**src/decode_pkg.sv**
```systemverilog
// decode stage shared definitions: field widths, major opcodes, exception causes, FSM states
package decode_pkg;

  // instruction word and the two-word fetch bundle
  typedef logic [31:0] insn_t;
  typedef logic [63:0] bundle_t;
  // word-pair pc, bit 0 set when the bundle starts at the upper word
  typedef logic [29:0] vpc_t;
  typedef logic [31:0] imm_t;
  typedef logic [4:0]  reg_idx_t;
  typedef logic [3:0]  excp_code_t;
  // btb branch type, zero is a conditional branch
  typedef logic [1:0]  btype_t;

  // scheduler fields below are listed msb first
  // alu class {alu-op, jal, jalr, lui, auipc}, one-hot
  typedef logic [4:0] alu_type_t;
  // {insn[30], funct3}, branches carry funct3 only
  typedef logic [3:0] alu_op_t;
  // in-order class {load, store, csr, fence}, one-hot
  typedef logic [3:0] ios_type_t;
  // flush forcing {csr write, mret, fence.i, wfi}
  typedef logic [3:0] special_t;
  // {writes dest, uses rs1, uses rs2}
  typedef logic [2:0] reg_props_t;

  // major opcodes, insn[6:2]
  localparam logic [4:0] OPC_LOAD     = 5'b00000;
  localparam logic [4:0] OPC_MISC_MEM = 5'b00011;
  localparam logic [4:0] OPC_OP_IMM   = 5'b00100;
  localparam logic [4:0] OPC_AUIPC    = 5'b00101;
  localparam logic [4:0] OPC_STORE    = 5'b01000;
  localparam logic [4:0] OPC_OP       = 5'b01100;
  localparam logic [4:0] OPC_LUI      = 5'b01101;
  localparam logic [4:0] OPC_BRANCH   = 5'b11000;
  localparam logic [4:0] OPC_JALR     = 5'b11001;
  localparam logic [4:0] OPC_JAL      = 5'b11011;
  localparam logic [4:0] OPC_SYSTEM   = 5'b11100;

  // exception causes raised by decode
  localparam excp_code_t EXC_ILLEGAL    = 4'd2;
  localparam excp_code_t EXC_BREAKPOINT = 4'd3;
  localparam excp_code_t EXC_ECALL_U    = 4'd8;
  localparam excp_code_t EXC_ECALL_M    = 4'd11;

  // btb correction sequencing
  typedef enum logic {
    CORR_IDLE,
    CORR_HOLD
  } corr_state_t;

endpackage

```
**src/decode_stage.sv**
```systemverilog
// decode stage: two RV32I slot decoders behind a skid buffer, registered toward the renamer
`timescale 1ns/1ns
module decode_stage (
  input  logic                   cpu_clk_i,
  input  logic                   reset_i,
  input  logic                   flush_i,
  input  logic                   priv_i,
  input  logic                   tw_i,
  input  logic                   icache_idle_i,
  input  logic                   valid_i,
  input  decode_pkg::bundle_t    instr_i,
  input  decode_pkg::vpc_t       vpc_i,
  input  logic                   fetch_excp_vld_i,
  input  decode_pkg::excp_code_t fetch_excp_code_i,
  input  logic                   btb_vld_i,
  input  logic                   btb_idx_i,
  input  logic                   btb_way_i,
  input  decode_pkg::btype_t     btb_btype_i,
  input  logic [1:0]             btb_pred_i,
  input  decode_pkg::vpc_t       btb_target_i,
  input  logic                   rn_busy_i,
  output logic                   busy_o,
  output logic                   valid_o,
  output logic                   slot1_valid_o,
  output decode_pkg::vpc_t       bundle_pc_o,
  output logic                   btb_vld_o,
  output logic                   btb_idx_o,
  output logic                   btb_way_o,
  output decode_pkg::btype_t     btb_btype_o,
  output logic [1:0]             btb_pred_o,
  output decode_pkg::vpc_t       btb_target_o,
  output logic                   corr_flush_o,
  output decode_pkg::vpc_t       corr_pc_o,
  output logic                   slot0_port_o,
  output decode_pkg::alu_type_t  slot0_alu_type_o,
  output decode_pkg::alu_op_t    slot0_alu_op_o,
  output decode_pkg::ios_type_t  slot0_ios_type_o,
  output logic [2:0]             slot0_ios_op_o,
  output decode_pkg::special_t   slot0_special_o,
  output decode_pkg::reg_idx_t   slot0_rs1_o,
  output decode_pkg::reg_idx_t   slot0_rs2_o,
  output decode_pkg::reg_idx_t   slot0_dest_o,
  output decode_pkg::imm_t       slot0_imm_o,
  output decode_pkg::reg_props_t slot0_reg_props_o,
  output logic                   slot0_excp_vld_o,
  output decode_pkg::excp_code_t slot0_excp_code_o,
  output logic                   slot1_port_o,
  output decode_pkg::alu_type_t  slot1_alu_type_o,
  output decode_pkg::alu_op_t    slot1_alu_op_o,
  output decode_pkg::ios_type_t  slot1_ios_type_o,
  output logic [2:0]             slot1_ios_op_o,
  output decode_pkg::special_t   slot1_special_o,
  output decode_pkg::reg_idx_t   slot1_rs1_o,
  output decode_pkg::reg_idx_t   slot1_rs2_o,
  output decode_pkg::reg_idx_t   slot1_dest_o,
  output decode_pkg::imm_t       slot1_imm_o,
  output decode_pkg::reg_props_t slot1_reg_props_o,
  output logic                   slot1_excp_vld_o,
  output decode_pkg::excp_code_t slot1_excp_code_o
);
  // bundle record: words, pc, btb target/type/pred/vld/idx/way, fetch exception
  localparam int REC_W = $bits(decode_pkg::bundle_t) + 2 * $bits(decode_pkg::vpc_t) +
                         $bits(decode_pkg::btype_t) + 2 + 3 + 1 +
                         $bits(decode_pkg::excp_code_t);

  logic [REC_W-1:0] rec_in;
  logic [REC_W-1:0] rec_out;
  logic s_valid, s_btb_vld, s_btb_idx, s_btb_way, s_excp_vld;
  decode_pkg::bundle_t s_instr;
  decode_pkg::vpc_t s_vpc, s_target;
  decode_pkg::btype_t s_btype;
  logic [1:0] s_pred;
  decode_pkg::excp_code_t s_excp_code;
  decode_pkg::insn_t slot0_insn;
  logic slot1_valid, consume, drop, stage_flush;

  logic d0_port, d1_port, d0_branch, d1_branch, d0_excp_vld, d1_excp_vld;
  decode_pkg::alu_type_t d0_alu_type, d1_alu_type;
  decode_pkg::alu_op_t d0_alu_op, d1_alu_op;
  decode_pkg::ios_type_t d0_ios_type, d1_ios_type;
  logic [2:0] d0_ios_op, d1_ios_op;
  decode_pkg::special_t d0_special, d1_special;
  decode_pkg::reg_idx_t d0_rs1, d1_rs1, d0_rs2, d1_rs2, d0_dest, d1_dest;
  decode_pkg::imm_t d0_imm, d1_imm;
  decode_pkg::reg_props_t d0_reg_props, d1_reg_props;
  decode_pkg::excp_code_t d0_excp_code, d1_excp_code;

  assign rec_in = {instr_i, vpc_i, btb_target_i, btb_btype_i, btb_pred_i, btb_vld_i,
                   btb_idx_i, btb_way_i, fetch_excp_vld_i, fetch_excp_code_i};
  assign {s_instr, s_vpc, s_target, s_btype, s_pred, s_btb_vld,
          s_btb_idx, s_btb_way, s_excp_vld, s_excp_code} = rec_out;

  // a correction flush empties the stage just like an external flush
  assign stage_flush = flush_i | corr_flush_o;
  assign consume     = s_valid & ~rn_busy_i;

  fetch_skid_buffer #(
    .DATA_W(REC_W)
  ) u_skid (
    .cpu_clk_i  (cpu_clk_i),
    .reset_i    (reset_i),
    .flush_i    (stage_flush),
    .in_valid_i (valid_i),
    .in_data_i  (rec_in),
    .out_ready_i(~rn_busy_i),
    .busy_o     (busy_o),
    .out_valid_o(s_valid),
    .out_data_o (rec_out)
  );

  // bundle starting at the upper word issues that word alone from slot 0
  assign slot0_insn = s_vpc[0] ? s_instr[63:32] : s_instr[31:0];

  // a taken slot 0 prediction leaving the pair kills slot 1
  assign slot1_valid = ~s_vpc[0] &
                       ~(s_btb_vld & ~s_btb_idx & ((s_btype != 2'b00) | s_pred[1]) &
                         (s_target != {s_vpc[29:1], 1'b1}));

  slot_decoder u_slot0 (
    .insn_i(slot0_insn), .priv_i(priv_i), .tw_i(tw_i),
    .fetch_excp_vld_i(s_excp_vld), .fetch_excp_code_i(s_excp_code),
    .port_o(d0_port), .is_branch_o(d0_branch), .alu_type_o(d0_alu_type),
    .alu_op_o(d0_alu_op), .ios_type_o(d0_ios_type), .ios_op_o(d0_ios_op),
    .special_o(d0_special), .rs1_o(d0_rs1), .rs2_o(d0_rs2), .dest_o(d0_dest),
    .imm_o(d0_imm), .reg_props_o(d0_reg_props),
    .excp_vld_o(d0_excp_vld), .excp_code_o(d0_excp_code)
  );

  slot_decoder u_slot1 (
    .insn_i(s_instr[63:32]), .priv_i(priv_i), .tw_i(tw_i),
    .fetch_excp_vld_i(s_excp_vld), .fetch_excp_code_i(s_excp_code),
    .port_o(d1_port), .is_branch_o(d1_branch), .alu_type_o(d1_alu_type),
    .alu_op_o(d1_alu_op), .ios_type_o(d1_ios_type), .ios_op_o(d1_ios_op),
    .special_o(d1_special), .rs1_o(d1_rs1), .rs2_o(d1_rs2), .dest_o(d1_dest),
    .imm_o(d1_imm), .reg_props_o(d1_reg_props),
    .excp_vld_o(d1_excp_vld), .excp_code_o(d1_excp_code)
  );

  predict_check u_check (
    .cpu_clk_i(cpu_clk_i), .reset_i(reset_i), .flush_i(flush_i),
    .icache_idle_i(icache_idle_i), .rn_busy_i(rn_busy_i), .consume_i(consume),
    .vpc_i(s_vpc), .btb_vld_i(s_btb_vld), .btb_idx_i(s_btb_idx),
    .slot1_valid_i(slot1_valid), .slot0_branch_i(d0_branch), .slot1_branch_i(d1_branch),
    .drop_o(drop), .corr_flush_o(corr_flush_o), .corr_pc_o(corr_pc_o)
  );

  always_ff @(posedge cpu_clk_i) begin
    if (reset_i || stage_flush) begin
      valid_o <= 1'b0;
    end else if (!rn_busy_i) begin
      valid_o <= s_valid & ~drop;
    end
  end

  // payload toward the renamer, held while it is busy
  always_ff @(posedge cpu_clk_i) begin
    if (!rn_busy_i) begin
      slot1_valid_o     <= slot1_valid;
      bundle_pc_o       <= s_vpc;
      btb_vld_o         <= s_btb_vld;
      btb_idx_o         <= s_btb_idx;
      btb_way_o         <= s_btb_way;
      btb_btype_o       <= s_btype;
      btb_pred_o        <= s_pred;
      btb_target_o      <= s_target;
      slot0_port_o      <= d0_port;
      slot0_alu_type_o  <= d0_alu_type;
      slot0_alu_op_o    <= d0_alu_op;
      slot0_ios_type_o  <= d0_ios_type;
      slot0_ios_op_o    <= d0_ios_op;
      slot0_special_o   <= d0_special;
      slot0_rs1_o       <= d0_rs1;
      slot0_rs2_o       <= d0_rs2;
      slot0_dest_o      <= d0_dest;
      slot0_imm_o       <= d0_imm;
      slot0_reg_props_o <= d0_reg_props;
      slot0_excp_vld_o  <= d0_excp_vld;
      slot0_excp_code_o <= d0_excp_code;
      slot1_port_o      <= d1_port;
      slot1_alu_type_o  <= d1_alu_type;
      slot1_alu_op_o    <= d1_alu_op;
      slot1_ios_type_o  <= d1_ios_type;
      slot1_ios_op_o    <= d1_ios_op;
      slot1_special_o   <= d1_special;
      slot1_rs1_o       <= d1_rs1;
      slot1_rs2_o       <= d1_rs2;
      slot1_dest_o      <= d1_dest;
      slot1_imm_o       <= d1_imm;
      slot1_reg_props_o <= d1_reg_props;
      slot1_excp_vld_o  <= d1_excp_vld;
      slot1_excp_code_o <= d1_excp_code;
    end
  end

endmodule

```
**src/fetch_skid_buffer.sv**
```systemverilog
// fetch skid buffer: two-entry queue that absorbs renamer back-pressure without a bubble
`timescale 1ns/1ns
module fetch_skid_buffer #(
  parameter int DATA_W = 136
) (
  input  logic              cpu_clk_i,
  input  logic              reset_i,
  input  logic              flush_i,
  input  logic              in_valid_i,
  input  logic [DATA_W-1:0] in_data_i,
  input  logic              out_ready_i,
  output logic              busy_o,
  output logic              out_valid_o,
  output logic [DATA_W-1:0] out_data_o
);
  logic              main_vld;
  logic [DATA_W-1:0] main_data;
  logic              skid_vld;
  logic [DATA_W-1:0] skid_data;
  logic              accept;
  logic              pop;
  logic              main_wr;
  logic              skid_wr;

  // an empty buffer passes the incoming bundle straight through
  assign out_valid_o = main_vld | in_valid_i;
  assign out_data_o  = main_vld ? main_data : in_data_i;
  assign busy_o      = skid_vld;

  assign accept  = in_valid_i & ~skid_vld;
  assign pop     = out_valid_o & out_ready_i;
  assign main_wr = main_vld ? pop : ~out_ready_i;
  assign skid_wr = main_vld & ~pop & accept;

  always_ff @(posedge cpu_clk_i) begin
    if (reset_i || flush_i) begin
      main_vld <= 1'b0;
      skid_vld <= 1'b0;
    end else if (main_vld) begin
      if (pop) begin
        // skid refills main first, keeping bundle order
        main_vld <= skid_vld | accept;
        skid_vld <= 1'b0;
      end else if (accept) begin
        skid_vld <= 1'b1;
      end
    end else begin
      main_vld <= accept & ~out_ready_i;
    end
  end

  always_ff @(posedge cpu_clk_i) begin
    if (main_wr) begin
      main_data <= skid_vld ? skid_data : in_data_i;
    end
    if (skid_wr) begin
      skid_data <= in_data_i;
    end
  end

  // a full skid entry always sits behind a full main entry
  a_skid_behind_main: assert property (@(posedge cpu_clk_i) disable iff (reset_i)
    skid_vld |-> main_vld);

  a_out_stable: assert property (@(posedge cpu_clk_i) disable iff (reset_i || flush_i)
    out_valid_o && !out_ready_i |=> out_valid_o && $stable(out_data_o));

endmodule

```
**src/predict_check.sv**
```systemverilog
// prediction check: catches BTB hits on non-branch slots and sequences the correction flush
`timescale 1ns/1ns
module predict_check (
  input  logic             cpu_clk_i,
  input  logic             reset_i,
  input  logic             flush_i,
  input  logic             icache_idle_i,
  input  logic             rn_busy_i,
  input  logic             consume_i,
  input  decode_pkg::vpc_t vpc_i,
  input  logic             btb_vld_i,
  input  logic             btb_idx_i,
  input  logic             slot1_valid_i,
  input  logic             slot0_branch_i,
  input  logic             slot1_branch_i,
  output logic             drop_o,
  output logic             corr_flush_o,
  output decode_pkg::vpc_t corr_pc_o
);
  decode_pkg::corr_state_t corr_state;
  logic pred0_bad;
  logic pred1_bad;
  logic mispredict;
  logic in_hold;

  // slot 1 predictions only count when slot 1 is really issued
  assign pred0_bad  = btb_vld_i & ~btb_idx_i & ~slot0_branch_i;
  assign pred1_bad  = btb_vld_i & btb_idx_i & slot1_valid_i & ~slot1_branch_i;
  assign mispredict = pred0_bad | pred1_bad;

  assign in_hold      = corr_state == decode_pkg::CORR_HOLD;
  assign drop_o       = mispredict | in_hold;
  assign corr_flush_o = in_hold & icache_idle_i & ~flush_i & ~rn_busy_i;

  always_ff @(posedge cpu_clk_i) begin
    if (reset_i || flush_i) begin
      corr_state <= decode_pkg::CORR_IDLE;
    end else begin
      case (corr_state)
        decode_pkg::CORR_IDLE: begin
          if (consume_i && mispredict) begin
            corr_state <= decode_pkg::CORR_HOLD;
          end
        end
        decode_pkg::CORR_HOLD: begin
          if (corr_flush_o) begin
            corr_state <= decode_pkg::CORR_IDLE;
          end
        end
        default: corr_state <= decode_pkg::CORR_IDLE;
      endcase
    end
  end

  // pc of the bundle that started the hold, replayed by the flush
  always_ff @(posedge cpu_clk_i) begin
    if (!in_hold && consume_i && mispredict) begin
      corr_pc_o <= vpc_i;
    end
  end

  // later mispredicts inside the hold never replace the replay pc
  a_corr_pc_held: assert property (@(posedge cpu_clk_i) disable iff (reset_i)
    in_hold |=> $stable(corr_pc_o));

endmodule

```
**src/slot_decoder.sv**
```systemverilog
// slot decoder: RV32I decode of one instruction word into scheduler fields and an exception
`timescale 1ns/1ns
module slot_decoder (
  input  decode_pkg::insn_t      insn_i,
  input  logic                   priv_i,
  input  logic                   tw_i,
  input  logic                   fetch_excp_vld_i,
  input  decode_pkg::excp_code_t fetch_excp_code_i,
  output logic                   port_o,
  output logic                   is_branch_o,
  output decode_pkg::alu_type_t  alu_type_o,
  output decode_pkg::alu_op_t    alu_op_o,
  output decode_pkg::ios_type_t  ios_type_o,
  output logic [2:0]             ios_op_o,
  output decode_pkg::special_t   special_o,
  output decode_pkg::reg_idx_t   rs1_o,
  output decode_pkg::reg_idx_t   rs2_o,
  output decode_pkg::reg_idx_t   dest_o,
  output decode_pkg::imm_t       imm_o,
  output decode_pkg::reg_props_t reg_props_o,
  output logic                   excp_vld_o,
  output decode_pkg::excp_code_t excp_code_o
);
  logic [4:0] opc;
  logic [2:0] f3;
  logic [6:0] f7;
  logic is_load, is_store, is_op, is_op_imm, is_bcc, is_jal, is_jalr;
  logic is_lui, is_auipc, is_system, is_misc_mem, is_fence, is_fence_i;
  logic is_ecall, is_ebreak, is_mret, is_wfi, is_csr;
  logic op_ok, op_imm_ok, legal, illegal, mret_trap, wfi_trap;
  decode_pkg::imm_t imm_i, imm_s, imm_b, imm_u, imm_j;

  assign opc = insn_i[6:2];
  assign f3  = insn_i[14:12];
  assign f7  = insn_i[31:25];

  assign is_load     = opc == decode_pkg::OPC_LOAD;
  assign is_store    = opc == decode_pkg::OPC_STORE;
  assign is_op       = opc == decode_pkg::OPC_OP;
  assign is_op_imm   = opc == decode_pkg::OPC_OP_IMM;
  assign is_bcc      = opc == decode_pkg::OPC_BRANCH;
  assign is_jal      = opc == decode_pkg::OPC_JAL;
  assign is_jalr     = opc == decode_pkg::OPC_JALR;
  assign is_lui      = opc == decode_pkg::OPC_LUI;
  assign is_auipc    = opc == decode_pkg::OPC_AUIPC;
  assign is_system   = opc == decode_pkg::OPC_SYSTEM;
  assign is_misc_mem = opc == decode_pkg::OPC_MISC_MEM;
  assign is_fence    = is_misc_mem && f3 == 3'd0;
  assign is_fence_i  = is_misc_mem && f3 == 3'd1;

  // system encodings are matched on everything above the opcode
  assign is_ecall  = is_system && insn_i[31:7] == 25'h0000000;
  assign is_ebreak = is_system && insn_i[31:7] == 25'h0002000;
  assign is_mret   = is_system && insn_i[31:7] == 25'h0604000;
  assign is_wfi    = is_system && insn_i[31:7] == 25'h020a000;
  assign is_csr    = is_system && f3[1:0] != 2'b00;

  // sub/sra only for funct3 0 and 5
  assign op_ok = f7 == 7'd0 || (f7 == 7'b0100000 && (f3 == 3'd0 || f3 == 3'd5));
  always_comb begin
    op_imm_ok = 1'b1;
    if (f3 == 3'd1) begin
      op_imm_ok = f7 == 7'd0;
    end else if (f3 == 3'd5) begin
      op_imm_ok = f7 == 7'd0 || f7 == 7'b0100000;
    end
  end

  assign legal = insn_i[1:0] == 2'b11 &&
                 (is_lui || is_auipc || is_jal || is_misc_mem ||
                  (is_op && op_ok) || (is_op_imm && op_imm_ok) ||
                  (is_jalr && f3 == 3'd0) ||
                  (is_bcc && f3[2:1] != 2'b01) ||
                  (is_load && f3 != 3'd3 && f3[2:1] != 2'b11) ||
                  (is_store && f3 <= 3'd2) ||
                  is_ecall || is_ebreak || is_mret || is_wfi || is_csr);
  assign illegal = ~legal;

  assign port_o      = is_load | is_store | is_system | is_misc_mem;
  assign is_branch_o = is_jal | is_jalr | is_bcc;
  assign alu_type_o  = {is_op | is_op_imm, is_jal, is_jalr, is_lui, is_auipc};
  assign alu_op_o    = (is_op || (is_op_imm && f3 == 3'd5)) ? {insn_i[30], f3} : {1'b0, f3};
  assign ios_type_o  = {is_load, is_store, is_csr, is_fence};
  assign ios_op_o    = f3;
  assign special_o   = {is_csr & (insn_i[19:15] != 5'd0), is_mret, is_fence_i, is_wfi};
  assign rs1_o       = insn_i[19:15];
  assign rs2_o       = insn_i[24:20];
  assign dest_o      = insn_i[11:7];

  assign reg_props_o = {
    (is_op | is_op_imm | is_load | is_jal | is_jalr | is_auipc | is_lui | is_csr) &
      (insn_i[11:7] != 5'd0),
    ~(is_ecall | is_ebreak | is_mret | is_wfi | is_auipc | is_lui | is_jal),
    is_op | is_bcc | is_store
  };

  assign imm_i = {{20{insn_i[31]}}, insn_i[31:20]};
  assign imm_s = {{20{insn_i[31]}}, insn_i[31:25], insn_i[11:7]};
  assign imm_b = {{20{insn_i[31]}}, insn_i[7], insn_i[30:25], insn_i[11:8], 1'b0};
  assign imm_u = {insn_i[31:12], 12'h000};
  assign imm_j = {{12{insn_i[31]}}, insn_i[19:12], insn_i[20], insn_i[30:21], 1'b0};

  always_comb begin
    if (is_op_imm || is_jalr || is_load) begin
      imm_o = imm_i;
    end else if (is_system) begin
      // bit 12 tells the csr unit whether rs1/uimm is non-zero
      imm_o = {imm_i[31:13], insn_i[19:15] != 5'd0, imm_i[11:0]};
    end else if (is_store) begin
      imm_o = imm_s;
    end else if (is_lui || is_auipc) begin
      imm_o = imm_u;
    end else if (is_jal) begin
      imm_o = imm_j;
    end else if (is_bcc) begin
      imm_o = imm_b;
    end else begin
      imm_o = '0;
    end
  end

  // privilege checks, priv_i high is machine mode
  assign mret_trap = is_mret & ~priv_i;
  assign wfi_trap  = is_wfi & ~priv_i & tw_i;

  assign excp_vld_o = fetch_excp_vld_i | illegal | mret_trap | wfi_trap | is_ecall | is_ebreak;

  always_comb begin
    if (fetch_excp_vld_i) begin
      excp_code_o = fetch_excp_code_i;
    end else if (illegal || mret_trap || wfi_trap) begin
      excp_code_o = decode_pkg::EXC_ILLEGAL;
    end else if (is_ecall) begin
      excp_code_o = priv_i ? decode_pkg::EXC_ECALL_M : decode_pkg::EXC_ECALL_U;
    end else begin
      excp_code_o = decode_pkg::EXC_BREAKPOINT;
    end
  end

  // a word that raises no exception always lands in some scheduler class
  always_comb begin
    a_known_class: assert (excp_vld_o || alu_type_o != '0 || ios_type_o != '0 ||
                           is_branch_o || special_o != '0 || is_misc_mem);
  end

endmodule

```
**config.mk**
```make
export PLATFORM = sky130hd
export DESIGN_NAME = decode_stage
export DESIGN_NICKNAME = d
export VERILOG_FILES = /design/src/decode_pkg.sv /design/src/decode_stage.sv /design/src/fetch_skid_buffer.sv /design/src/predict_check.sv /design/src/slot_decoder.sv
export SDC_FILE = /design/constraint.sdc
export NUM_CORES = 1
export LEC_CHECK = 0
export BUFFER_PORTS_ARGS = -buffer_cell sky130_fd_sc_hd__clkbuf_2
export CAP_MARGIN = 20
export CORE_AREA = 3 3 210 212
export CTS_BUF_LIST = sky130_fd_sc_hd__clkbuf_4 sky130_fd_sc_hd__clkbuf_8
export DETAILED_ROUTE_END_ITERATION = 8
export DIE_AREA = 0 0 213 215
export GPL_TIMING_DRIVEN = 0
export HOLD_SLACK_MARGIN = 0.05
export PLACE_DENSITY = 0.83
export RECOVER_POWER = 25
export SLEW_MARGIN = 20
export SYNTH_ARGS = -nofsm -noshare
export SYNTH_HDL_FRONTEND = slang
export SYNTH_SLANG_ARGS = --single-unit
```
**constraint.sdc**
```tcl
create_clock -name cpu_clk_i -period 13.5 [get_ports cpu_clk_i]
set_input_delay 1.35 -clock cpu_clk_i [delete_from_list [all_inputs] [get_ports cpu_clk_i]]
set_output_delay 1.35 -clock cpu_clk_i [all_outputs]
set_load 0.02 [all_outputs]
```
==> reports/summary.log, run 1 <==
qor: status.run_status finished, violations left
qor: status.violations capacitance limit, slew limit
qor: synthesis.synth_flop_cell sky130_fd_sc_hd__edfxtp_1
qor: detailed_routing.drc_violation_total_after_the_first_tritonroute_iteration 1581
qor: detailed_routing.routed_wire_length 69100 um
qor: timing.final-hold-violation-count 0
qor: grt.grt_first_pass_wirelength 100000 um
qor: synthesis.syn_inst 1459
qor: synthesis.ys_types 85
qor: detailed_routing.postRouteAntennaNets 0
qor: clock_network.post_cts.repair.setup_buffers 0
qor: critical_path.arrival 5.63 ns
qor: detailed_routing.vias 15564
qor: critical_path.crit_path_max_fanout 104
qor: timing.worst-slew-pin-transition 4.86 ns
qor: synthesis.yosysSeqAreaShare 0.692
qor: synthesis.synth_area_per_cell 15.4 um2
qor: placement.place_hpwl 50600 um
qor: final_layout.design.final.nets 2097
qor: clock_network.clock_tree_from_tritoncts yes
qor: timing.layout_setup_ws 6.74 ns
qor: synthesis.synth-adder-area-share 0.000557
qor: timing.min_period_over_period 0.501
qor: placement.port-buffer-count 396
qor: floorplanning.top_level_ports 397
qor: synthesis.seq_cells_post_synth 519
qor: synthesis.yosys.area_share.xor_xnor 0.0129
qor: floorplanning.placeableCoreArea 0.0421 mm2
qor: grt.grt_overflow 0
qor: synthesis.synth_top_family_by_area multiplexers
qor: floorplanning.die_h 215 um
qor: synthesis.ys_async_sr_fraction 0
qor: detailed_routing.drt_drc_violations_left 0
qor: detailed_routing.drt-vias-per-instance 6.06
qor: synthesis.synth-edff-count 515
qor: pwr.ir_worst_vdd 84.8 uV
qor: timing.max_slew_margin -2.26
qor: synthesis.synthesis.nets 1604
qor: detailed_routing.routed_wire_length_per_instance 26.9 um
qor: clock_network.clock_tree.htree_level_count 3
qor: critical_path.timing.critical_path.to_type flop
qor: synthesis.ys_warn_count 0
qor: floorplanning.overall_die_area 0.0458 mm2
qor: synthesis.post_synth_mux_area_share 0.139
qor: final_layout.final_layout_size_suffix_gt1_frac 0.340
qor: timing.grt_setup_unrepaired no
qor: flow_run.max_cap_violations 3
qor: critical_path.cp.required 12.37 ns
qor: clock_network.clock_path_buffers 3
qor: clock_network.cts_repair_resize_count 0
qor: floorplanning.num_rows 75
qor: floorplanning.die_width 213 um
qor: final_layout.area.growth.synth_to_final 19.5%
qor: placement.preCtsSetupSlack 8.26 ns
qor: grt.grt_usage 0.297
qor: timing.fin_clk_skew 0.0322 ns
qor: detailed_routing.drt_pre_antenna_iters 5
qor: clock_network.root_buffer sky130_fd_sc_hd__clkbuf_8
qor: synthesis.synth_top_cell_by_area sky130_fd_sc_hd__edfxtp_1
qor: pwr.total_leakage_power 9.66 nW
qor: grt.largest_net_degree_at_the_start_of_global_routing 113
qor: grt.antenna_violations_before_repair 18
qor: synthesis.synth.area.top_cells sky130_fd_sc_hd__edfxtp_1 (69%), sky130_fd_sc_hd__mux2_2 (11%), sky130_fd_sc_hd__mux2i_1 (2.1%)
qor: final_layout.post-route-util 0.637
qor: clock_network.worst_setup_hold_path_clk_slew 0.06 ns
qor: clock_network.cts_hold_repair.buffers 0
qor: timing.max_freq 148 MHz
qor: grt.number_of_global_route_vias_before_repair 15524
qor: timing.fin_tns_setup 0 ns
qor: clock_network.numCtsBuffers 84
qor: critical_path.startpoint_type primary input
qor: timing.period_needed 6.76 ns
qor: timing.final_count_of_pins_violating_max_slew 188
qor: clock_network.sinks_on_the_clock_net 519
qor: worst_hold_path.timing.hold.worst.class flop to flop
qor: synthesis.synthesis.area 0.0225 mm2
qor: synthesis.synth_simple_gate_area_frac 0.0676
qor: critical_path.crit_path_kind primary input to flop
qor: floorplanning.initial_core_util 0.533
qor: clock_network.clk_latency 0.65 ns
qor: synthesis.synth_compound_area_frac 0.0615
qor: timing.final-setup-viol-count 0
qor: synthesis.synthDominantCellAreaShare 0.689
qor: placement.routability_congestion_estimate_from_global_placement 1.00
qor: pwr.pwr_density_cell 138 mW/mm2
-- cell usage in the layout, fill, tap and decap left out, drive strengths merged, types with 19 or more instances in the layout --
cell type / instances
buf: 47
nor3: 33
nor2: 84
clkinv: 21
xor2: 24
inv: 46
mux2i: 57
nand2: 68
a21oi: 38
nor4: 19
clkbuf: 549
o21ai: 91
edfxtp: 515
mux2: 218
-- power by group --
part | internal [mW] | leakage (nW) | switching, mW | total [mW]
combinational | 0.134 | 3.80 | 0.289 | 0.423
sequential | 1.88 | 4.98 | 0.0330 | 1.91
clock | 0.756 | 0.882 | 0.615 | 1.37
-- final cells by class --
type	count	area, um2
plain buffers	68	402
diodes	14	35.0
fillers	3112	15300
repair buffers	407	2000
inverters	47	178
multi-input cells	825	6330
clock buffers	121	1470
well taps	539	674
clock inverters	27	205
flip-flops and latches	519	15500
-- path summary, 6_finish.rpt --
path,to,depth (start not counted),slack [ns],from
hold / removal,u_skid.main_data[47],2,0.54,u_skid.skid_data[47]
setup / recovery,slot1_imm_o[6],3,6.74,rn_busy_i
setup reg to reg,slot0_excp_code_o[1],11,7.90,u_skid.main_vld
hold reg to reg,u_skid.main_data[47],2,0.54,u_skid.skid_data[47]
-- flip-flops by register name, summed over array words and instances (netlist names), 30 cells and up --
signal             count
slot0_imm_o           32
slot1_imm_o           32
u_skid.skid_data     136
btb_target_o          30
u_check.corr_pc_o     30
bundle_pc_o           30
u_skid.main_data     136
-- cells in the mapped netlist (6+ instances only) --
master,instances
sky130_fd_sc_hd__nor2_1,84
sky130_fd_sc_hd__a21oi_1,38
sky130_fd_sc_hd__nand4_1,11
sky130_fd_sc_hd__nor4_1,17
sky130_fd_sc_hd__edfxtp_1,515
sky130_fd_sc_hd__o21ai_1,14
sky130_fd_sc_hd__o21ai_0,77
sky130_fd_sc_hd__clkbuf_1,29
sky130_fd_sc_hd__mux2_2,210
sky130_fd_sc_hd__inv_1,44
sky130_fd_sc_hd__nor3_1,30
sky130_fd_sc_hd__xnor2_1,9
sky130_fd_sc_hd__nor2b_1,7
sky130_fd_sc_hd__a211oi_1,7
sky130_fd_sc_hd__nand2_1,68
sky130_fd_sc_hd__nor3b_1,6
sky130_fd_sc_hd__buf_2,11
sky130_fd_sc_hd__mux2i_2,6
sky130_fd_sc_hd__mux2i_1,47
sky130_fd_sc_hd__o22ai_1,12
sky130_fd_sc_hd__and2_1,6
sky130_fd_sc_hd__nand2b_1,9
sky130_fd_sc_hd__buf_4,11
sky130_fd_sc_hd__or2_2,8
sky130_fd_sc_hd__a31oi_1,10
sky130_fd_sc_hd__nand3_1,16
sky130_fd_sc_hd__xor2_1,24
sky130_fd_sc_hd__buf_6,9
-- critical path: stages --
cell,delay [ns]
sky130_fd_sc_hd__clkbuf_1,0.16
sky130_fd_sc_hd__clkbuf_1,0.33
sky130_fd_sc_hd__clkinvlp_2,3.66
-- cells by family (layout without fill, tap and decap cells) --
| logic type | Yosys count | count (layout) |
|---|---|---|
| DFF | 519 | 519 |
| and+or+nand+nor | 295 | 295 |
| muxes | 275 | 275 |
| AOI/OAI and AO/OA | 221 | 221 |
| buffers and inverters | 115 | 670 |
| xor gates and xnor gates | 33 | 33 |
| adders and majority gates | 1 | 1 |
| other | 0 | 14 |
-- per-stage QoR --
stage / instance area [um2] / hold WS [ns] / power (mW) / cells
CTS: 27000 / 0.536 / 3.73 / 2553
global route: 26800 / 0.551 / 3.84 / 2564
floorplan: 22500 / 0.500 / 2.19 / 1459
global placement: 25100 / 0.505 / 2.36 / 2394
finish: 26800 / 0.541 / 3.71 / 2567
detailed placement: 25400 / 0.521 / 2.37 / 2405
-- routing by layer --
layer / GRT usage / up-vias / share of wire / wire, um
li1: - / 6658 / - / -
met1: 0.394 / 7826 / 0.39 / 26900
met2: 0.461 / 893 / 0.47 / 32300
met3: 0.0718 / 183 / 0.098 / 6740
met4: 0.144 / 4 / 0.045 / 3110
met5: 0 / - / 0.00032 / 22
Power figures use the tool's default switching activity.
==> run 2, diff against run 1 <==
- ABC_AREA: not set -> 1
- CORE_AREA: 3 3 210 212 -> 3 3 211 213
- DIE_AREA: 0 0 213 215 -> 0 0 214 216
- PLACE_DENSITY: 0.83 -> 0.86
- clock period: 13.5 -> 6 ns (I/O delays scaled with it)
==> run 2 against run 1 <==
The flow still finishes with violations (capacitance limit, slew limit). Global-route usage up 0.85 points. Critical path depth increased by 11. Hold slack lost 0.44 ns. Register-to-register slack got worse by 6.3 ns. Total power increased by 130%. Final area rose by 1.0%. Worst setup slack lost 5.2 ns. Clock power rose by 130%. Largest cell class unchanged. Largest power group unchanged. Highest routed layer unchanged.
==> reports/summary.log, run 2 <==
qor: clock_network.clk_latency 0.70 ns [+0.05 ns]
qor: floorplanning.overall_die_area 0.0462 mm2 [+0.94%]
qor: floorplanning.top_level_ports 397 [unchanged]
qor: timing.final-setup-viol-count 0 [unchanged]
qor: clock_network.worst_setup_hold_path_clk_slew 0.07 ns [about the same]
qor: timing.min_period_over_period 0.737
qor: synthesis.seq_cells_post_synth 519 [unchanged]
qor: grt.antenna_violations_before_repair 25 [+7]
qor: clock_network.post_cts.repair.setup_buffers 0 [unchanged]
qor: grt.number_of_global_route_vias_before_repair 17822 [+15%]
qor: placement.routability_congestion_estimate_from_global_placement 0.938 [-6.2%]
qor: final_layout.mostFrequentLayoutCells sky130_fd_sc_hd__nand2_1 (692), sky130_fd_sc_hd__edfxtp_1 (515), sky130_fd_sc_hd__clkbuf_2 (269), sky130_fd_sc_hd__inv_1 (236), sky130_fd_sc_hd__o21ai_0 (177)
qor: timing.max_slew_margin -0.984 [+1.28]
qor: synthesis.synthDominantCellAreaShare 0.682 [-0.00680]
qor: final_layout.design.final.nets 2743 [+31%]
qor: clock_network.clock_tree.htree_level_count 3 [unchanged]
qor: timing.final-hold-violation-count 0 [unchanged]
qor: clock_network.cts_hold_repair.buffers 0 [unchanged]
qor: synthesis.yosysMostFrequentCell sky130_fd_sc_hd__nand2_1
qor: clock_network.clock_tree_from_tritoncts yes
qor: final_layout.final_layout_size_suffix_gt1_frac 0.203 [-0.137]
qor: clock_network.clock_path_buffers 3 [unchanged]
qor: synthesis.synth_flop_cell sky130_fd_sc_hd__edfxtp_1
qor: synthesis.synth-edff-count 515 [unchanged]
qor: detailed_routing.vias 18059 [+16%]
qor: detailed_routing.drt_drc_violations_left 0 [unchanged]
qor: clock_network.root_buffer sky130_fd_sc_hd__clkbuf_8
qor: critical_path.startpoint_type flop
qor: floorplanning.initial_core_util 0.529 [-0.00412]
qor: timing.grt_setup_unrepaired no
qor: timing.max_freq 226 MHz
qor: synthesis.ys_types 49 [-42%]
qor: critical_path.crit_path_kind flop to flop
qor: detailed_routing.drt_pre_antenna_iters 8 [+3]
qor: critical_path.crit_path_max_fanout 10 [-90%]
qor: detailed_routing.routed_wire_length_per_instance 22.2 um [-17%]
qor: clock_network.cts_repair_resize_count 0 [unchanged]
qor: synthesis.synthesis.area 0.0227 mm2 [+1.0%]
qor: final_layout.final_common_cell sky130_fd_sc_hd__nand2_1
qor: synthesis.synth_area_per_cell 10.8 um2 [-30%]
qor: detailed_routing.postRouteAntennaNets 0 [unchanged]
qor: synthesis.yosysSeqAreaShare 0.685 [-0.00684]
qor: timing.final_count_of_pins_violating_max_slew 185 [-1.6%]
qor: pwr.ir_worst_vdd 242 uV [+190%]
qor: critical_path.rrSetupSlack 1.58 ns [-6.32 ns]
qor: final_layout.largest_registers u_skid.main_data: 136 flops, u_skid.skid_data: 136 flops
qor: status.violations capacitance limit, slew limit
qor: floorplanning.die_h 216 um [+0.47%]
qor: grt.grt_overflow 0 [unchanged]
qor: timing.fin_clk_skew 0.0613 ns [+0.0291 ns]
qor: synthesis.ys_warn_count 0 [unchanged]
qor: final_layout.area.growth.synth_to_final 19.6% [about the same]
qor: clock_network.numCtsBuffers 83 [-1.2%]
qor: clock_network.sinks_on_the_clock_net 519 [unchanged]
qor: worst_hold_path.timing.hold.worst.class primary input to flop
qor: pwr.total_leakage_power 11.4 nW [+18%]
qor: placement.port-buffer-count 396 [unchanged]
qor: critical_path.critical-path-slowest-cell sky130_fd_sc_hd__o21ai_0
qor: pwr.pwr_density_cell 309 mW/mm2 [+120%]
qor: grt.grt_usage 0.305 [+0.00849]
qor: synthesis.synth.top_cells.by_count sky130_fd_sc_hd__nand2_1 (691), sky130_fd_sc_hd__edfxtp_1 (515), sky130_fd_sc_hd__inv_1 (236)
qor: grt.largest_net_degree_at_the_start_of_global_routing 125 [+11%]
qor: final_layout.summed_area_of_non_filler_cells_in_the_final_layout 0.0271 mm2 [+1.0%]
qor: status.run_status finished, violations left
qor: flow_run.max_cap_violations 3 [unchanged]
qor: critical_path.critical_path.cell_chain clkbuf_1, clkbuf_1, o21ai_0, o21ai_1, nor2_1, nand3_1, nor2_1, nand2_1, nand2_1, nor2_1, nand2_2, nand2_1, nand2_1, nand2_1
qor: floorplanning.die_width 214 um [+0.47%]
qor: critical_path.timing.critical_path.to_type flop
qor: critical_path.critPathBufInv 2 [-1]
qor: timing.worst-slew-pin-transition 2.98 ns [-1.89 ns]
qor: critical_path.crit_path_frequent_cell sky130_fd_sc_hd__nand2_1
qor: placement.place_area 0.0257 mm2 [+1.2%]
qor: critical_path.slowest_delay 1.52 ns [-2.14 ns]
qor: detailed_routing.drt-vias-per-instance 5.54 [-8.6%]
qor: detailed_routing.drc_violation_total_after_the_first_tritonroute_iteration 2225 [+41%]
qor: synthesis.synth_top_cell_by_area sky130_fd_sc_hd__edfxtp_1
qor: floorplanning.placeableCoreArea 0.0429 mm2 [+1.8%]
qor: critical_path.cp.required 6.39 ns [-5.98 ns]
qor: synthesis.ys_async_sr_fraction 0 [unchanged]
qor: synthesis.syn_inst 2107 [+44%]
qor: synthesis.synth.area.top_cells sky130_fd_sc_hd__edfxtp_1 (68%), sky130_fd_sc_hd__nand2_1 (11%), sky130_fd_sc_hd__inv_1 (3.9%)
qor: timing.period_needed 4.42 ns
qor: grt.grt_first_pass_wirelength 106000 um [+5.5%]
qor: timing.fin_tns_setup 0 ns [unchanged]
qor: placement.place_hpwl 52200 um [+3.3%]
qor: detailed_routing.routed_wire_length 72500 um [+4.9%]
qor: critical_path.arrival 4.81 ns [-0.82 ns]
qor: floorplanning.num_rows 76 [+1.3%]
qor: synthesis.synthesis.nets 2252 [+40%]
qor: critical_path.worst_path_dominant_cell_family compound AO/OA/AOI/OAI gates
==> run 2: cell count changes after synthesis, moves of 14 or more <==
cell,before,now
sky130_fd_sc_hd__xor2_1,24,5
sky130_fd_sc_hd__mux2_2,210,0
sky130_fd_sc_hd__o21ai_0,77,172
sky130_fd_sc_hd__nor2_2,0,14
sky130_fd_sc_hd__nand2_2,0,26
sky130_fd_sc_hd__o21ai_1,14,28
sky130_fd_sc_hd__nand2_1,68,691
sky130_fd_sc_hd__nor2_1,84,107
sky130_fd_sc_hd__nor4_1,17,2
sky130_fd_sc_hd__mux2i_1,47,0
sky130_fd_sc_hd__nand3_1,16,45
sky130_fd_sc_hd__inv_1,44,236
==> run 2: per-stage QoR <==
stage / util / total power, mW / hold WS, ns / setup WS [ns] / std cells
final: 0.632 / 8.39 / 0.0981 / 1.58 / 3257
after global routing: 0.632 / 8.65 / 0.0842 / 1.45 / 3252
after CTS: 0.637 / 8.41 / 0.0516 / 2.34 / 3238
after detailed placement: 0.598 / 5.34 / 0.470 / 2.37 / 3098
after global placement: 0.592 / 5.32 / 0.459 / -1.82 / 3088
after floorplan: - / 4.94 / 0.472 / 0.643 / 2107
==> run 2: worst paths after layout <==
| kind | from | end | cells past startpoint |
|---|---|---|---|
| max | u_skid.main_vld | slot0_excp_code_o[1] | 14 |
| min | vpc_i[22] | u_skid.skid_data[64] | 1 |
| min reg2reg | valid_o | valid_o | 2 |
| max reg2reg | u_skid.main_vld | slot0_excp_code_o[1] | 14 |
==> run 2: final cells by class <==
cell class / count / area, um2
buffer: 84 / 494
clock inverter: 37 / 332
timing repair buffer: 406 / 2040
tap: 585 / 732
multi-input combinational: 1253 / 5670
fill: 3404 / 15800
clock buffer: 103 / 1320
inverter: 251 / 950
sequential: 519 / 15500
antenna: 19 / 47.5
==> run 2: power by group <==
part	leakage [nW]	total [mW]	switching, mW	internal [mW]
clock network	0.849	3.11	1.45	1.66
registers	4.98	4.30	0.0621	4.24
logic	5.55	0.976	0.722	0.254
==> run 2: cell families after synthesis <==
kind of cell | share of synthesized area
xor gates and xnor gates | 0.00618
DFF | 0.685
adders and majority gates | 0.000552
buffers and inverters | 0.0648
and+or+nand+nor | 0.177
AOI/OAI and AO/OA | 0.0665
==> run 2: routing by layer <==
| metal | GRT usage | vias to the layer above | part of all wire |
|---|---|---|---|
| met4 | 0.148 | 16 | 0.045 |
| met1 | 0.382 | 8566 | 0.36 |
| met5 | 0 | - | 0.0017 |
| met2 | 0.500 | 1229 | 0.48 |
| met3 | 0.0786 | 230 | 0.11 |
| li1 | - | 8018 | - |
